**src/common/mem_defs.svh**
```systemverilog
// bus and RAM sizing macros for the scratchpad, included by every file that needs a width
`ifndef MEM_DEFS_SVH
`define MEM_DEFS_SVH

// ##############################
// axi4-lite bus widths
// ##############################
`define MEM_ADDR_W      32      // byte address width on the bus
`define MEM_DATA_W      32      // data width, one RAM word
`define MEM_STRB_W      4       // write strobe width, also the RAM byte mask

// ##############################
// RAM geometry
// ##############################
// word address bits; 10 bits gives 1024 words, i.e. 4 KiB
`define MEM_DEPTH_BITS  10

`endif
```
**src/common/mem_pkg.sv**
```systemverilog
// shared types for the scratchpad: AXI response codes and controller FSM states
`default_nettype none

package mem_pkg;

    // ##############################
    // axi response codes
    // ##############################
    // only the two codes this slave ever returns
    typedef enum logic [1:0] {
        OKAY   = 2'b00,    // normal access
        SLVERR = 2'b10     // address beyond the RAM depth
    } axi_resp_t;

    // ##############################
    // controller FSM
    // ##############################
    typedef enum logic [1:0] {
        IDLE       = 2'd0,  // waiting for a full write or a read
        WRITE_RESP = 2'd1,  // bvalid up, waiting for bready
        READ_RAM   = 2'd2,  // RAM output settling, captured at end of cycle
        READ_RESP  = 2'd3   // rvalid up, waiting for rready
    } ctrl_state_t;

endpackage

`default_nettype wire

```
**src/common/ram_port_if.sv**
```systemverilog
// single-port RAM access bundle between the AXI controller and the block RAM
`default_nettype none
`timescale 1ns/1ps

`include "mem_defs.svh"

interface ram_port_if #(
    parameter int AW = `MEM_DEPTH_BITS     // word address bits
);

    logic                    wr;       // write enable, one cycle per write
    logic [AW-1:0]           addr;     // word address, shared by read and write
    logic [`MEM_DATA_W-1:0]  wdata;    // write data
    logic [`MEM_STRB_W-1:0]  wmask;    // byte lanes to update
    logic [`MEM_DATA_W-1:0]  rdata;    // registered read data, one cycle late

    // controller side drives the access
    modport ctrl (
        output wr, addr, wdata, wmask,
        input  rdata
    );

    // RAM side answers with read data
    modport ram (
        input  wr, addr, wdata, wmask,
        output rdata
    );

endinterface

`default_nettype wire

```
**src/axi_lite_mem_ctrl/axi_lite_mem_ctrl.sv**
```systemverilog
// AXI4-Lite slave FSM that turns single-beat bus transfers into block RAM accesses
`default_nettype none
`timescale 1ns/1ps

`include "mem_defs.svh"

module axi_lite_mem_ctrl (
    input  wire                      clk,
    input  wire                      rst_n,

    // write address channel
    input  wire                      awvalid,
    output logic                     awready,
    input  wire  [`MEM_ADDR_W-1:0]   awaddr,
    input  wire  [2:0]               awprot,     // accepted, no protection checks

    // write data channel
    input  wire                      wvalid,
    output logic                     wready,
    input  wire  [`MEM_DATA_W-1:0]   wdata,
    input  wire  [`MEM_STRB_W-1:0]   wstrb,

    // write response channel
    output logic                     bvalid,
    input  wire                      bready,
    output mem_pkg::axi_resp_t       bresp,

    // read address channel
    input  wire                      arvalid,
    output logic                     arready,
    input  wire  [`MEM_ADDR_W-1:0]   araddr,
    input  wire  [2:0]               arprot,     // accepted, no protection checks

    // read data channel
    output logic                     rvalid,
    input  wire                      rready,
    output logic [`MEM_DATA_W-1:0]   rdata,
    output mem_pkg::axi_resp_t       rresp,

    ram_port_if.ctrl                 ram
);

    import mem_pkg::*;

    localparam int WLO = 2;                        // byte offset bits dropped
    localparam int WHI = `MEM_DEPTH_BITS + WLO;    // first bit above the word range

    ctrl_state_t            state;
    logic                   last_rd;   // last grant went to a read
    axi_resp_t              bresp_q;
    axi_resp_t              rresp_q;
    logic [`MEM_DATA_W-1:0] rdata_q;

    logic                   idle;
    logic                   wr_pend;   // AW and W both waiting
    logic                   wr_take;   // write accepted this cycle
    logic                   rd_take;   // read accepted this cycle
    logic                   aw_ok;
    logic                   ar_ok;

    // ##############################
    // arbitration
    // ##############################
    assign idle    = (state == IDLE);
    assign wr_pend = awvalid & wvalid;     // half a write never blocks a read

    // on a tie the side that did not go last wins
    assign wr_take = idle & wr_pend & (~arvalid | last_rd);
    assign rd_take = idle & arvalid & (~wr_pend | ~last_rd);

    // anything set above the word index is outside the RAM
    assign aw_ok = ~|awaddr[`MEM_ADDR_W-1:WHI];
    assign ar_ok = ~|araddr[`MEM_ADDR_W-1:WHI];

    // ##############################
    // bus handshake outputs
    // ##############################
    assign awready = wr_take;              // AW and W complete together
    assign wready  = wr_take;
    assign arready = rd_take;              // high for the accept cycle only
    assign bvalid  = (state == WRITE_RESP);
    assign rvalid  = (state == READ_RESP);
    assign bresp   = bresp_q;
    assign rresp   = rresp_q;
    assign rdata   = rdata_q;

    // ##############################
    // RAM port
    // ##############################
    // address is presented in the accept cycle, both for writes and reads
    assign ram.addr  = wr_take ? awaddr[WHI-1:WLO] : araddr[WHI-1:WLO];
    assign ram.wdata = wdata;
    assign ram.wmask = wstrb;
    assign ram.wr    = wr_take & aw_ok;     // out of range leaves memory alone

    // ##############################
    // FSM
    // ##############################
    always_ff @(posedge clk) begin
        if (!rst_n) begin
            state   <= IDLE;
            last_rd <= 1'b0;                // first tie goes to the read
            bresp_q <= OKAY;
            rresp_q <= OKAY;
        end else begin
            case (state)
                IDLE: begin
                    if (wr_take) begin
                        state   <= WRITE_RESP;        // bvalid next cycle
                        last_rd <= 1'b0;
                        bresp_q <= aw_ok ? OKAY : SLVERR;
                    end else if (rd_take) begin
                        state   <= READ_RAM;          // RAM output valid next cycle
                        last_rd <= 1'b1;
                        rresp_q <= ar_ok ? OKAY : SLVERR;
                    end
                end
                WRITE_RESP: begin
                    if (bready) begin
                        state <= IDLE;                // held until B handshake
                    end
                end
                READ_RAM: begin
                    state <= READ_RESP;               // rdata captured on this edge
                end
                READ_RESP: begin
                    if (rready) begin
                        state <= IDLE;                // held until R handshake
                    end
                end
                default: begin
                    state <= IDLE;
                end
            endcase
        end
    end

    // ##############################
    // read data capture
    // ##############################
    // stays put through READ_RESP so rdata is stable under back-pressure
    always_ff @(posedge clk) begin
        if (state == READ_RAM) begin
            rdata_q <= (rresp_q == SLVERR) ? '0 : ram.rdata;   // errors read as zero
        end
    end

endmodule

`default_nettype wire

```
**src/flat_wrapper.sv**
```systemverilog
// flat-port wrapper written by rule: the top's interface ports become plain ports
module axi_lite_mem_ctrl_flat import mem_pkg::*;
  (clk, rst_n, awvalid, awready, awaddr, awprot, wvalid, wready, wdata, wstrb, bvalid, bready, bresp, arvalid, arready, araddr, arprot, rvalid, rready, rdata, rresp, ram_wr, ram_addr, ram_wdata, ram_wmask, ram_rdata);
  ram_port_if ram_i ();
  input  wire clk;
  input  wire rst_n;
  input  wire awvalid;
  output logic awready;
  input  wire  [`MEM_ADDR_W-1:0] awaddr;
  input  wire  [2:0] awprot;
  input  wire wvalid;
  output logic wready;
  input  wire  [`MEM_DATA_W-1:0] wdata;
  input  wire  [`MEM_STRB_W-1:0] wstrb;
  output logic bvalid;
  input  wire bready;
  output mem_pkg::axi_resp_t bresp;
  input  wire arvalid;
  output logic arready;
  input  wire  [`MEM_ADDR_W-1:0] araddr;
  input  wire  [2:0] arprot;
  output logic rvalid;
  input  wire rready;
  output logic [`MEM_DATA_W-1:0] rdata;
  output mem_pkg::axi_resp_t rresp;
  output wire logic [$bits(ram_i.wr)-1:0] ram_wr;
  output wire logic [$bits(ram_i.addr)-1:0] ram_addr;
  output wire logic [$bits(ram_i.wdata)-1:0] ram_wdata;
  output wire logic [$bits(ram_i.wmask)-1:0] ram_wmask;
  input wire logic [$bits(ram_i.rdata)-1:0] ram_rdata;
  assign ram_wr = ram_i.wr;
  assign ram_addr = ram_i.addr;
  assign ram_wdata = ram_i.wdata;
  assign ram_wmask = ram_i.wmask;
  assign ram_i.rdata = ram_rdata;
  axi_lite_mem_ctrl u_core (.clk(clk), .rst_n(rst_n), .awvalid(awvalid), .awready(awready), .awaddr(awaddr), .awprot(awprot), .wvalid(wvalid), .wready(wready), .wdata(wdata), .wstrb(wstrb), .bvalid(bvalid), .bready(bready), .bresp(bresp), .arvalid(arvalid), .arready(arready), .araddr(araddr), .arprot(arprot), .rvalid(rvalid), .rready(rready), .rdata(rdata), .rresp(rresp), .ram(ram_i));
endmodule
```
**config.mk**
```make
export PLATFORM = sky130hd
export DESIGN_NAME = axi_lite_mem_ctrl_flat
export DESIGN_NICKNAME = d
export VERILOG_FILES = /design/src/common/mem_pkg.sv /design/src/common/ram_port_if.sv /design/src/axi_lite_mem_ctrl/axi_lite_mem_ctrl.sv /design/src/flat_wrapper.sv
export VERILOG_INCLUDE_DIRS = /design/src /design/src/common
export SDC_FILE = /design/constraint.sdc
export NUM_CORES = 1
export LEC_CHECK = 0
export BUFFER_PORTS_ARGS = -buffer_cell sky130_fd_sc_hd__buf_2
export CAP_MARGIN = 15
export CORE_AREA = 2 2 90 92
export CTS_BUF_LIST = sky130_fd_sc_hd__clkbuf_4
export CTS_CLUSTER_SIZE = 16
export DETAILED_ROUTE_END_ITERATION = 16
export DIE_AREA = 0 0 92 94
export PLACE_DENSITY = 0.65
export SETUP_SLACK_MARGIN = 0.5
export SYNTH_ARGS = -nofsm -noshare
export SYNTH_HDL_FRONTEND = slang
export SYNTH_SLANG_ARGS = --single-unit
export TNS_END_PERCENT = 1
```
**constraint.sdc**
```tcl
create_clock -name clk -period 3.7 [get_ports clk]
set_input_delay 0.925 -clock clk [delete_from_list [all_inputs] [get_ports clk]]
set_output_delay 0.925 -clock clk [all_outputs]
set_load 0.02 [all_outputs]
```
==> After elaboration in Yosys (flattened, before gate mapping) <==
Cells that the tools add are included.
{ "op_classes": {"mux": 10, "reduce_logical": 9, "n_eq_ne": 7, "bitwise_logic": 12} }
{ "op_table": {"columns": ["cell", "n"], "rows": [
  ["OR reduction 20 bit", 2],
  ["2-to-1 mux 2 bit", 6],
  ["2-to-1 mux 10 bit", 1],
  ["one-hot mux 2 bit (4 select lines)", 1],
  ["AND 1 bit", 6],
  ["equality test 2 bit (second input constant)", 3],
  ["AND reduction 3 bit", 2],
  ["inequality test 2 x 1 -> 1 bit (second input constant)", 2],
  ["inverter 1 bit", 4],
  ["AND reduction 2 bit", 2],
  ["inequality test 3 bit (second input constant)", 1],
  ["equality test 2 x 1 -> 1 bit (second input constant)", 1],
  ["zero test 2 bit", 1],
  ["2-to-1 mux 1 bit", 2],
  ["OR 1 bit", 2],
  ["nonzero test 2 bit", 1],
  ["zero test 1 bit", 1]
]} }
{ "totals": {"out_inout_bits": 88, "inputBits": 145, "elab_cells": 43, "regBits": 39} }

==> Depth between registers and ports, before layout <==
Gate-level depths: netlist of run 1.
{ "logic_depth": {"ltp_word": 7, "ltp_mapped": 4} }

==> Worst setup path after synthesis of run 1 <==
Ideal clock, no wire load.
{ "synth_path": {"path_type": "input-to-output", "start": "input port awvalid", "end": "output port ram_addr[0]", "stages": 4, "arrival_ns": 1.741, "t_required_ns": 2.775, "n_path_buf": 1, "slack_ns": 1.034, "cell_sequence": "and4bb_2 nand2_2 buf_6 mux2_4"} }
{ "synth_between": {"elab_chain_len": 4} }
{ "synth_lines": {"columns": ["item", "line_no", "rtl"], "rows": [
  ["from (decl)", "flat_wrapper.sv:7", "input wire awvalid;"],
  ["AND 1 bit", "axi_lite_mem_ctrl.sv:65", "assign wr_pend = awvalid & wvalid;"],
  ["AND 1 bit (2 in a row)", "axi_lite_mem_ctrl.sv:68", "assign wr_take = idle & wr_pend & (~arvalid | last_rd);"],
  ["2-to-1 mux 10 bit", "axi_lite_mem_ctrl.sv:91", "assign ram.addr = wr_take ? awaddr[WHI-1:WLO] : araddr[WHI-1:WLO];"],
  ["to (decl)", "flat_wrapper.sv:27", "output wire logic [$bits(ram_i.addr)-1:0] ram_addr;"]
]} }
No other way between the ends.

==> Final worst setup path of run 1 <==
{ "layout_path": {"start": "input port awvalid", "end": "output port ram_addr[9]"} }
Same word-level chain as after synthesis.

==> results of run 1 <==
==> path summary, 6_finish.rpt <==
path	endpoint	slack, ns
max	ram_addr[9]	0.65
min	u_core.last_rd$_SDFFE_PN0P_	0.53
max reg2reg	u_core.bresp[1]$_SDFFE_PN0P_	2.08
min reg2reg	u_core.last_rd$_SDFFE_PN0P_	0.53
==> cell usage after synthesis <==
cell type / count
clkbuf_1: 3
nand2_2: 1
nand4_1: 2
mux2_2: 1
nand3_1: 3
conb_1: 1
o31ai_1: 1
a21boi_0: 1
o221a_2: 2
nor2_1: 1
edfxtp_1: 32
inv_1: 2
a22oi_1: 1
nand3b_1: 1
o21ai_0: 1
nand2b_1: 2
and2_1: 2
or2b_1: 1
nor4_1: 10
nor3b_1: 1
dfxtp_1: 5
and4bb_2: 1
a21oi_1: 1
and2b_1: 1
nand2_1: 1
nor2b_1: 33
buf_6: 1
buf_4: 39
mux2_4: 9
a211o_1: 1
==> cell families after synthesis <==
group,synth area share
other,0.00190
and+or+nand+nor,0.191
DFF,0.537
muxes,0.0741
AOI/OAI and AO/OA,0.0323
buffers and inverters,0.163
==> layout make-up <==
| type | count | area, µm² |
|---|---|---|
| Fill cell | 768 | 5000 |
| Timing Repair Buffer | 150 | 756 |
| Sequential cell | 37 | 1060 |
| Clock buffer | 6 | 45.0 |
| Inverter | 2 | 7.51 |
| Clock inverter | 2 | 10.0 |
| Multi-Input combinational cell | 80 | 596 |
| Tap cell | 102 | 128 |
==> registers in the layout, indices dropped and copies added, names as in the netlist <==
signal,cells
u_core.rresp,1
u_core.last_rd,1
u_core.rdata,32
u_core.bresp,1
u_core.state,2
==> metal layers <==
metal / vias to the layer above / global-route usage / wire length (µm)
met5: - / 0 / 0
met4: 0 / 0.0373 / 46
met3: 4 / 0.0642 / 814
met2: 131 / 0.195 / 2560
met1: 672 / 0.116 / 1830
li1: 754 / - / -
==> worst reg2reg max path, cell delays in order (launching register included) <==
cell and delay, ns:
dfxtp_1 0.45, and4bb_2 0.29, nand2_2 0.31, inv_1 0.18, o221a_2 0.29
==> where the power goes <==
group / switching (mW) / internal (mW) / total (mW)
Combinational: 0.166 / 0.118 / 0.285
Clock: 0.125 / 0.0798 / 0.205
Sequential: 0.0160 / 0.519 / 0.535
Total: 0.307 / 0.718 / 1.02
==> per-stage QoR <==
step | setup WS (ns) | cell area [µm²] | utilization | power [mW]
after global placement | 0.624 | 2550 | 0.335 | 0.831
after floorplan | 1.03 | 1980 | - | 0.772
after detailed placement | 0.626 | 2550 | 0.335 | 0.835
after global routing | 0.593 | 2600 | 0.342 | 1.09
final | 0.645 | 2600 | 0.342 | 1.02
after CTS | 0.625 | 2600 | 0.342 | 1.04
==> impl_metrics.py, run 1 <==
metrics = {
    "grt": {
        "antenna_found_initial": 0,
        "grt_pass1_vias": 1435,
        "gr-total-overflow": 0,
        "grt_start_max_net_pins": 34,
        "grt_usage": 0.113,
        "grt_pass1_wl_um": 7490,
    },
    "clock_network": {
        "clk_pin_slew_ns": 0.10,
        "clock_sinks": 37,
        "numCtsBuffers": 5,
        "clockRootBuffer": "clkbuf_4",
        "cts.repair.resized": 0,
        "htreeDepth": 2,
        "ctsHoldBuffers": 0,
        "cts_setup_buffers": 0,
        "cts.path.max_buffers": 2,
        "cts_tree": "built",
        "clk_latency_ns": 0.32,
    },
    "synth": {
        "ys_ff_latch": 37,
        "synth_warnings": 0,
        "synthCells": 161,
        "synth_largest_area_cell": "edfxtp_1",
        "ys_top_cells_by_area": "edfxtp_1 (49%), buf_4 (15%), nor2b_1 (10%), mux2_4 (6.8%), dfxtp_1 (5.1%)",
        "synth_area_um2": 1980,
        "synth.distinct_cells": 30,
        "postSynthAreaPerCell_um2": 12.3,
        "yosysSeqAreaShare": 0.537,
        "synth_top_area_frac": 0.486,
    },
    "floorplan": {
        "pin_count": 233,
        "core-area_um2": 7610,
        "rows": 32,
        "die_area_um2": 8650,
        "die_height_um": 94,
        "die_w_um": 92,
        "start_util": 0.260,
    },
    "finish": {
        "final_cell_mix": "buf_2 (148), nor2b_1 (33), edfxtp_1 (32)",
        "syn2layout_area_growth_pct": 31.7,
        "diodes": 0,
        "drive_above_1_share": 0.621,
        "fin_nets": 421,
        "layout.cells.most_common": "buf_2",
        "final_cells": 379,
    },
    "sta": {
        "final.setup_skew_ns": 0.00499,
        "clock.fmax_ghz": 0.327,
        "finalHoldViolations": 0,
        "fin_crit_sh": 0.826,
        "fin_crit_ns": 3.05,
        "fin_setup_tns_ns": 0,
        "rsz0062_at_grt": "false",
        "holdWs_ns": 0.525,
        "setup_viol": 0,
        "drv_slew": 0,
    },
    "pwr": {
        "vdd_ir_drop_max_mv": 0.117,
        "power-per-cell-area_nw_per_um2": 394,
        "p_leak_nw": 1.24,
    },
    "run": {
        "drv_cap": 0,
    },
    "setup_path": {
        "cp.depth": 5,
        "critPathSlowestCell": "mux2_2",
        "max_stage_delay_ns": 0.38,
        "worstPathCellList": "buf_2 -> and4bb_2 -> nand2_2 -> mux2_2 -> buf_2",
        "crit_top_cell": "buf_2",
        "worst-path-buf-inv": 2,
        "worstSetupPathType": "in2out",
        "critPathMaxFanout": 12,
        "critPathRequiredTime_ns": 2.77,
        "cp-start-kind": "input pin",
        "reg2reg_from": "u_core.state[0]$_SDFFE_PN0P_",
        "startpoint": "awvalid",
        "critPathCaptureType": "output port",
        "crit_family": "simple AND/OR/NAND/NOR gates",
        "crit_arrival_ns": 2.13,
        "ff2ff_path_depth": 4,
    },
    "placed_design": {
        "placedCellCount": 371,
        "portBuffers": 148,
        "dp_hpwl_um": 4430,
        "gp_congestion": 0.790,
    },
    "detailed_routing": {
        "first_pass_iters": 4,
        "drt_wl_total_um": 5250,
        "vias_per_cell": 4.12,
        "first_iter_violations": 35,
        "via_count": 1561,
        "wl_per_cell_um": 13.8,
        "drtAntennaViolNets": 0,
        "drc": 0,
    },
    "worst_hold_path": {
        "holdCritPathClass": "reg2reg",
        "min_path_cells": 2,
        "min_from": "u_core.last_rd$_SDFFE_PN0P_",
    },
    "outcome": {
        "status": "complete, no violations",
    },
}
(Power assumes the default switching activity.)
==> inputs of run 2 (changes only) <==
PLACE_DENSITY = 0.68   (was 0.65)
clock period = 2.6 ns   (was 3.7 ns; I/O delays follow)
==> impl_metrics.py, run 2 (same netlist as run 1, synthesis figures left out) <==
metrics = {
    "clock_network": {
        "htreeDepth": 2,
        "clock_sinks": 37,
        "clk_latency_ns": 0.33,
        "numCtsBuffers": 5,
        "clockRootBuffer": "clkbuf_4",
        "cts.path.max_buffers": 2,
        "cts_tree": "built",
        "clk_pin_slew_ns": 0.12,
        "ctsHoldBuffers": 0,
    },
    "finish": {
        "largest_reg_flops": 32,
        "drive_above_1_share": 0.636,
        "diodes": 0,
        "syn2layout_area_growth_pct": 40.7,
        "layout.cells.most_common": "buf_2",
        "final_cells": 385,
        "fin_nets": 427,
        "final_cell_mix": "buf_2 (137), nor2b_1 (33), edfxtp_1 (32)",
    },
    "detailed_routing": {
        "first_iter_violations": 55,
        "vias_per_cell": 4.16,
        "first_pass_iters": 4,
        "drt_wl_total_um": 5560,
        "drtAntennaViolNets": 0,
        "wl_per_cell_um": 14.5,
        "via_count": 1601,
        "drc": 0,
    },
    "worst_hold_path": {
        "holdCritPathClass": "reg2reg",
        "min_from": "u_core.state[0]$_SDFFE_PN0P_",
        "min_path_cells": 1,
        "whs_endpoint": "u_core.state[1]$_SDFFE_PN0P_",
    },
    "sta": {
        "fin_crit_ns": 2.36,
        "postLayoutSetupSlackWorst_ns": 0.236,
        "holdWs_ns": 0.545,
        "clock.fmax_ghz": 0.423,
        "finalHoldViolations": 0,
        "fin_setup_tns_ns": 0,
        "drv_slew": 0,
        "rsz0062_at_grt": "true",
        "setup_viol": 0,
        "fin_crit_sh": 0.909,
        "final.setup_skew_ns": 0.0131,
    },
    "setup_path": {
        "critPathRequiredTime_ns": 1.95,
        "critPathMaxFanout": 8,
        "worstSetupPathType": "reg2out",
        "ff2ff_path_depth": 6,
        "reg2reg_from": "u_core.state[0]$_SDFFE_PN0P_",
        "crit_arrival_ns": 1.71,
        "critPathCaptureType": "output port",
        "r2r_slack_ns": 1.17,
        "cp-start-kind": "flip-flop",
        "r2r-end": "u_core.bresp[1]$_SDFFE_PN0P_",
    },
    "floorplan": {
        "rows": 32,
        "core-area_um2": 7610,
        "pin_count": 233,
        "start_util": 0.260,
        "die_w_um": 92,
        "die_height_um": 94,
        "die_area_um2": 8650,
    },
    "grt": {
        "grt_usage": 0.121,
        "grt_pass1_wl_um": 7920,
        "grt_start_max_net_pins": 34,
        "antenna_found_initial": 0,
        "gr-total-overflow": 0,
        "grt_pass1_vias": 1562,
    },
    "pwr": {
        "vdd_ir_drop_max_mv": 0.171,
        "p_leak_nw": 1.30,
        "power-per-cell-area_nw_per_um2": 576,
        "total_power_mw": 1.60,
    },
    "placed_design": {
        "placedCellCount": 371,
        "dp_hpwl_um": 4500,
        "dpl_worst_slack_ns": 0.0935,
        "portBuffers": 148,
        "gp_congestion": 0.836,
    },
    "run": {
        "drv_cap": 0,
    },
    "outcome": {
        "status": "complete, no violations",
    },
}
==> run 2: changes by cell type in the layout (fill, tap and decap cells not counted), sizes merged <==
cell / delta
clkinvlp: +1
buf: +6
bufinv: +1
clkinv: -1
clkbuf: -1
==> run 2: worst max-delay path, stage by stage, from the launching register on <==
cell and delay [ns]:
dfxtp_2 0.38, and4bb_4 0.36, nand2_8 0.07, buf_4 0.14
mux2_4 0.30, buf_6 0.13
==> run 2: area by class of cell <==
type / count / area (µm²)
inverters: 2 / 7.51
repair buffers: 156 / 882
multi-input cells: 80 / 617
flip-flops and latches: 37 / 1070
well taps: 102 / 128
clock inverters: 3 / 41.3
fillers: 791 / 4830
clock buffers: 5 / 37.5
==> run 2: power by group <==
part | internal [mW] | switching (mW)
sequential | 0.740 | 0.0225
combinational | 0.200 | 0.250
clock | 0.199 | 0.188
total | 1.14 | 0.460
==> run 2: metrics by stage <==
stage	cell area, µm²	util
after floorplan	1980	-
after global placement	2550	0.335
after detailed placement	2550	0.335
after CTS	2770	0.365
after global routing	2780	0.365
final	2780	0.365
==> run 2: timing repair <==
action | CTS | global route
pin swaps | 2 | 0
setup buffers | 6 | 0
endpoints found under the setup margin | 13 | 14
gates cloned | 0 | 0
gates resized for setup | 27 | 2
==> run 2: how the worst max path moves through the flow <==
stage | startpoint | endpoint | slack [ns] | depth (start not counted)
after floorplan | awvalid | ram_addr[0] | 0.49 | 4
after global placement | awvalid | ram_addr[9] | 0.10 | 5
after detailed placement | awvalid | ram_addr[9] | 0.09 | 5
after CTS | u_core.state[1]$_SDFFE_PN0P_ | ram_addr[1] | 0.23 | 5
after global routing | u_core.state[0]$_SDFFE_PN0P_ | ram_addr[5] | 0.18 | 5
final | u_core.state[0]$_SDFFE_PN0P_ | ram_addr[5] | 0.24 | 5
==> run 2: metal layers <==
layer / track usage / part of all wire
met3: 0.0594 / 0.14
met1: 0.112 / 0.33
met2: 0.230 / 0.52
met4: 0.0373 / 0.012
met5: 0 / 0
==> inputs of run 3 (changes only) <==
CORE_AREA = 2 2 91 93   (was 2 2 90 92)
CTS_CLUSTER_SIZE = 28   (was 16)
DIE_AREA = 0 0 93 95   (was 0 0 92 94)
PLACE_DENSITY = 0.66   (was 0.68)
==> impl_metrics.py, run 3 (same netlist as run 1, synthesis figures left out) <==
metrics = {
    "outcome": {
        "status": "complete, no violations",
    },
    "clock_network": {
        "clock_sinks": 37,
        "cts.path.max_buffers": 2,
        "numCtsBuffers": 5,
        "htreeDepth": 2,
        "cts_tree": "built",
        "clk_pin_slew_ns": 0.12,
        "clk_latency_ns": 0.33,
        "ctsHoldBuffers": 0,
        "clockRootBuffer": "clkbuf_4",
    },
    "setup_path": {
        "crit_family": "simple AND/OR/NAND/NOR gates",
        "critPathSlowestCell": "and4bb_4",
        "critPathCaptureType": "output port",
        "cp-start-kind": "flip-flop",
        "critPathRequiredTime_ns": 1.95,
        "critPathMaxFanout": 6,
        "max_stage_delay_ns": 0.41,
        "worst-path-buf-inv": 1,
        "crit_arrival_ns": 1.69,
        "worstSetupPathType": "reg2out",
        "worstPathCellList": "and4bb_4 -> nand2_4 -> mux2_4 -> buf_2",
    },
    "grt": {
        "antenna_found_initial": 0,
        "gr-total-overflow": 0,
        "grt_start_max_net_pins": 34,
        "grt_pass1_vias": 1515,
        "grt_usage": 0.119,
        "grt_pass1_wl_um": 7940,
    },
    "finish": {
        "fin_area_um2": 2700,
        "diodes": 0,
        "largest_reg_flops": 32,
        "fin_nets": 428,
        "drive_above_1_share": 0.641,
        "utilization": 0.340,
        "n_fill_cell": 867,
        "final_cell_mix": "buf_2 (147), nor2b_1 (33), edfxtp_1 (32)",
        "syn2layout_area_growth_pct": 36.6,
        "layout.cells.most_common": "buf_2",
        "final_cells": 389,
    },
    "sta": {
        "fin_setup_tns_ns": 0,
        "drv_slew": 0,
        "fin_crit_sh": 0.899,
        "relSlewSlack": 0.659,
        "fin_crit_ns": 2.34,
        "finalHoldViolations": 0,
        "final.setup_skew_ns": 0.0141,
        "holdWs_ns": 0.525,
        "worst_slew_pin_slew_ns": 0.507,
        "rsz0062_at_grt": "true",
        "clock.fmax_ghz": 0.428,
        "setup_viol": 0,
        "postLayoutSetupSlackWorst_ns": 0.261,
    },
    "detailed_routing": {
        "first_pass_iters": 4,
        "drt_wl_total_um": 5710,
        "drtAntennaViolNets": 0,
        "vias_per_cell": 4.12,
        "via_count": 1604,
        "wl_per_cell_um": 14.7,
        "drc": 0,
        "first_iter_violations": 21,
    },
    "placed_design": {
        "gp_congestion": 0.758,
        "dpl_worst_slack_ns": 0.107,
        "placed_area_um2": 2560,
        "portBuffers": 148,
        "placedCellCount": 375,
        "dp_hpwl_um": 4760,
    },
    "run": {
        "drv_cap": 0,
    },
    "pwr": {
        "vdd_ir_drop_max_mv": 0.181,
        "p_leak_nw": 1.28,
        "power-per-cell-area_nw_per_um2": 556,
        "total_power_mw": 1.50,
    },
    "floorplan": {
        "die_w_um": 93,
        "start_util": 0.249,
        "die_height_um": 95,
        "core-area_um2": 7930,
        "die_area_um2": 8840,
        "rows": 33,
        "pin_count": 233,
    },
    "worst_hold_path": {
        "holdCritPathClass": "reg2reg",
    },
}
[run 3: cell types whose count changed in the layout (fill, tap and decap cells not counted)]
| cell | change |
|---|---|
| clkinv_2 | +1 |
| bufinv_16 | -1 |
| buf_12 | -1 |
| buf_2 | +10 |
| nand2_4 | +1 |
| buf_8 | -1 |
| inv_6 | +1 |
| clkinv_1 | -1 |
| buf_6 | -8 |
[run 3: path summary, 6_finish.rpt]
check                                                  start                            to  slack, ns  cells past startpoint
worst max-delay path            u_core.state[0]$_SDFFE_PN0P_                   ram_addr[4]       0.26                      4
worst min-delay path             u_core.last_rd$_SDFFE_PN0P_   u_core.last_rd$_SDFFE_PN0P_       0.52                      2
worst max register to register  u_core.state[0]$_SDFFE_PN0P_  u_core.bresp[1]$_SDFFE_PN0P_       1.24                      5
worst min register to register   u_core.last_rd$_SDFFE_PN0P_   u_core.last_rd$_SDFFE_PN0P_       0.52                      2
[run 3: layer usage]
layer	GRT usage	part of all wire	up-vias
li1	-	-	770
met1	0.114	0.32	717
met2	0.226	0.56	105
met3	0.0447	0.10	12
met4	0.0515	0.017	0
met5	0	0	-
[run 3: repair_timing]
action                     CTS  global route
cloned                       0             1
setup endpoints to repair   13            14
pin swaps                    1             3
buffers inserted             1             4
gates resized for setup      5             4
[run 3: where the power goes]
group          leakage (nW)  internal [mW]  switching [mW]  total (mW)
Combinational         0.896          0.185           0.250       0.435
Clock                0.0316          0.107           0.197       0.304
Sequential            0.348          0.740          0.0212       0.761
Total                  1.28           1.03           0.468        1.50
[run 3: area by class of cell]
class / instances / area [µm²] / share of cell area
clock buffer: 5 / 37.5 / 0.0139
clock inverter: 3 / 21.3 / 0.00788
inverter: 2 / 7.51 / 0.00278
multi-input combinational: 81 / 628 / 0.233
sequential: 37 / 1070 / 0.395
tap: 105 / 131 / 0.0487
timing repair buffer: 156 / 807 / 0.299
[run 3: tightest hold or removal path: stages (launching register included)]
cell	delay, ns
dfxtp_1	0.36
nand2b_1	0.07
a21boi_0	0.06
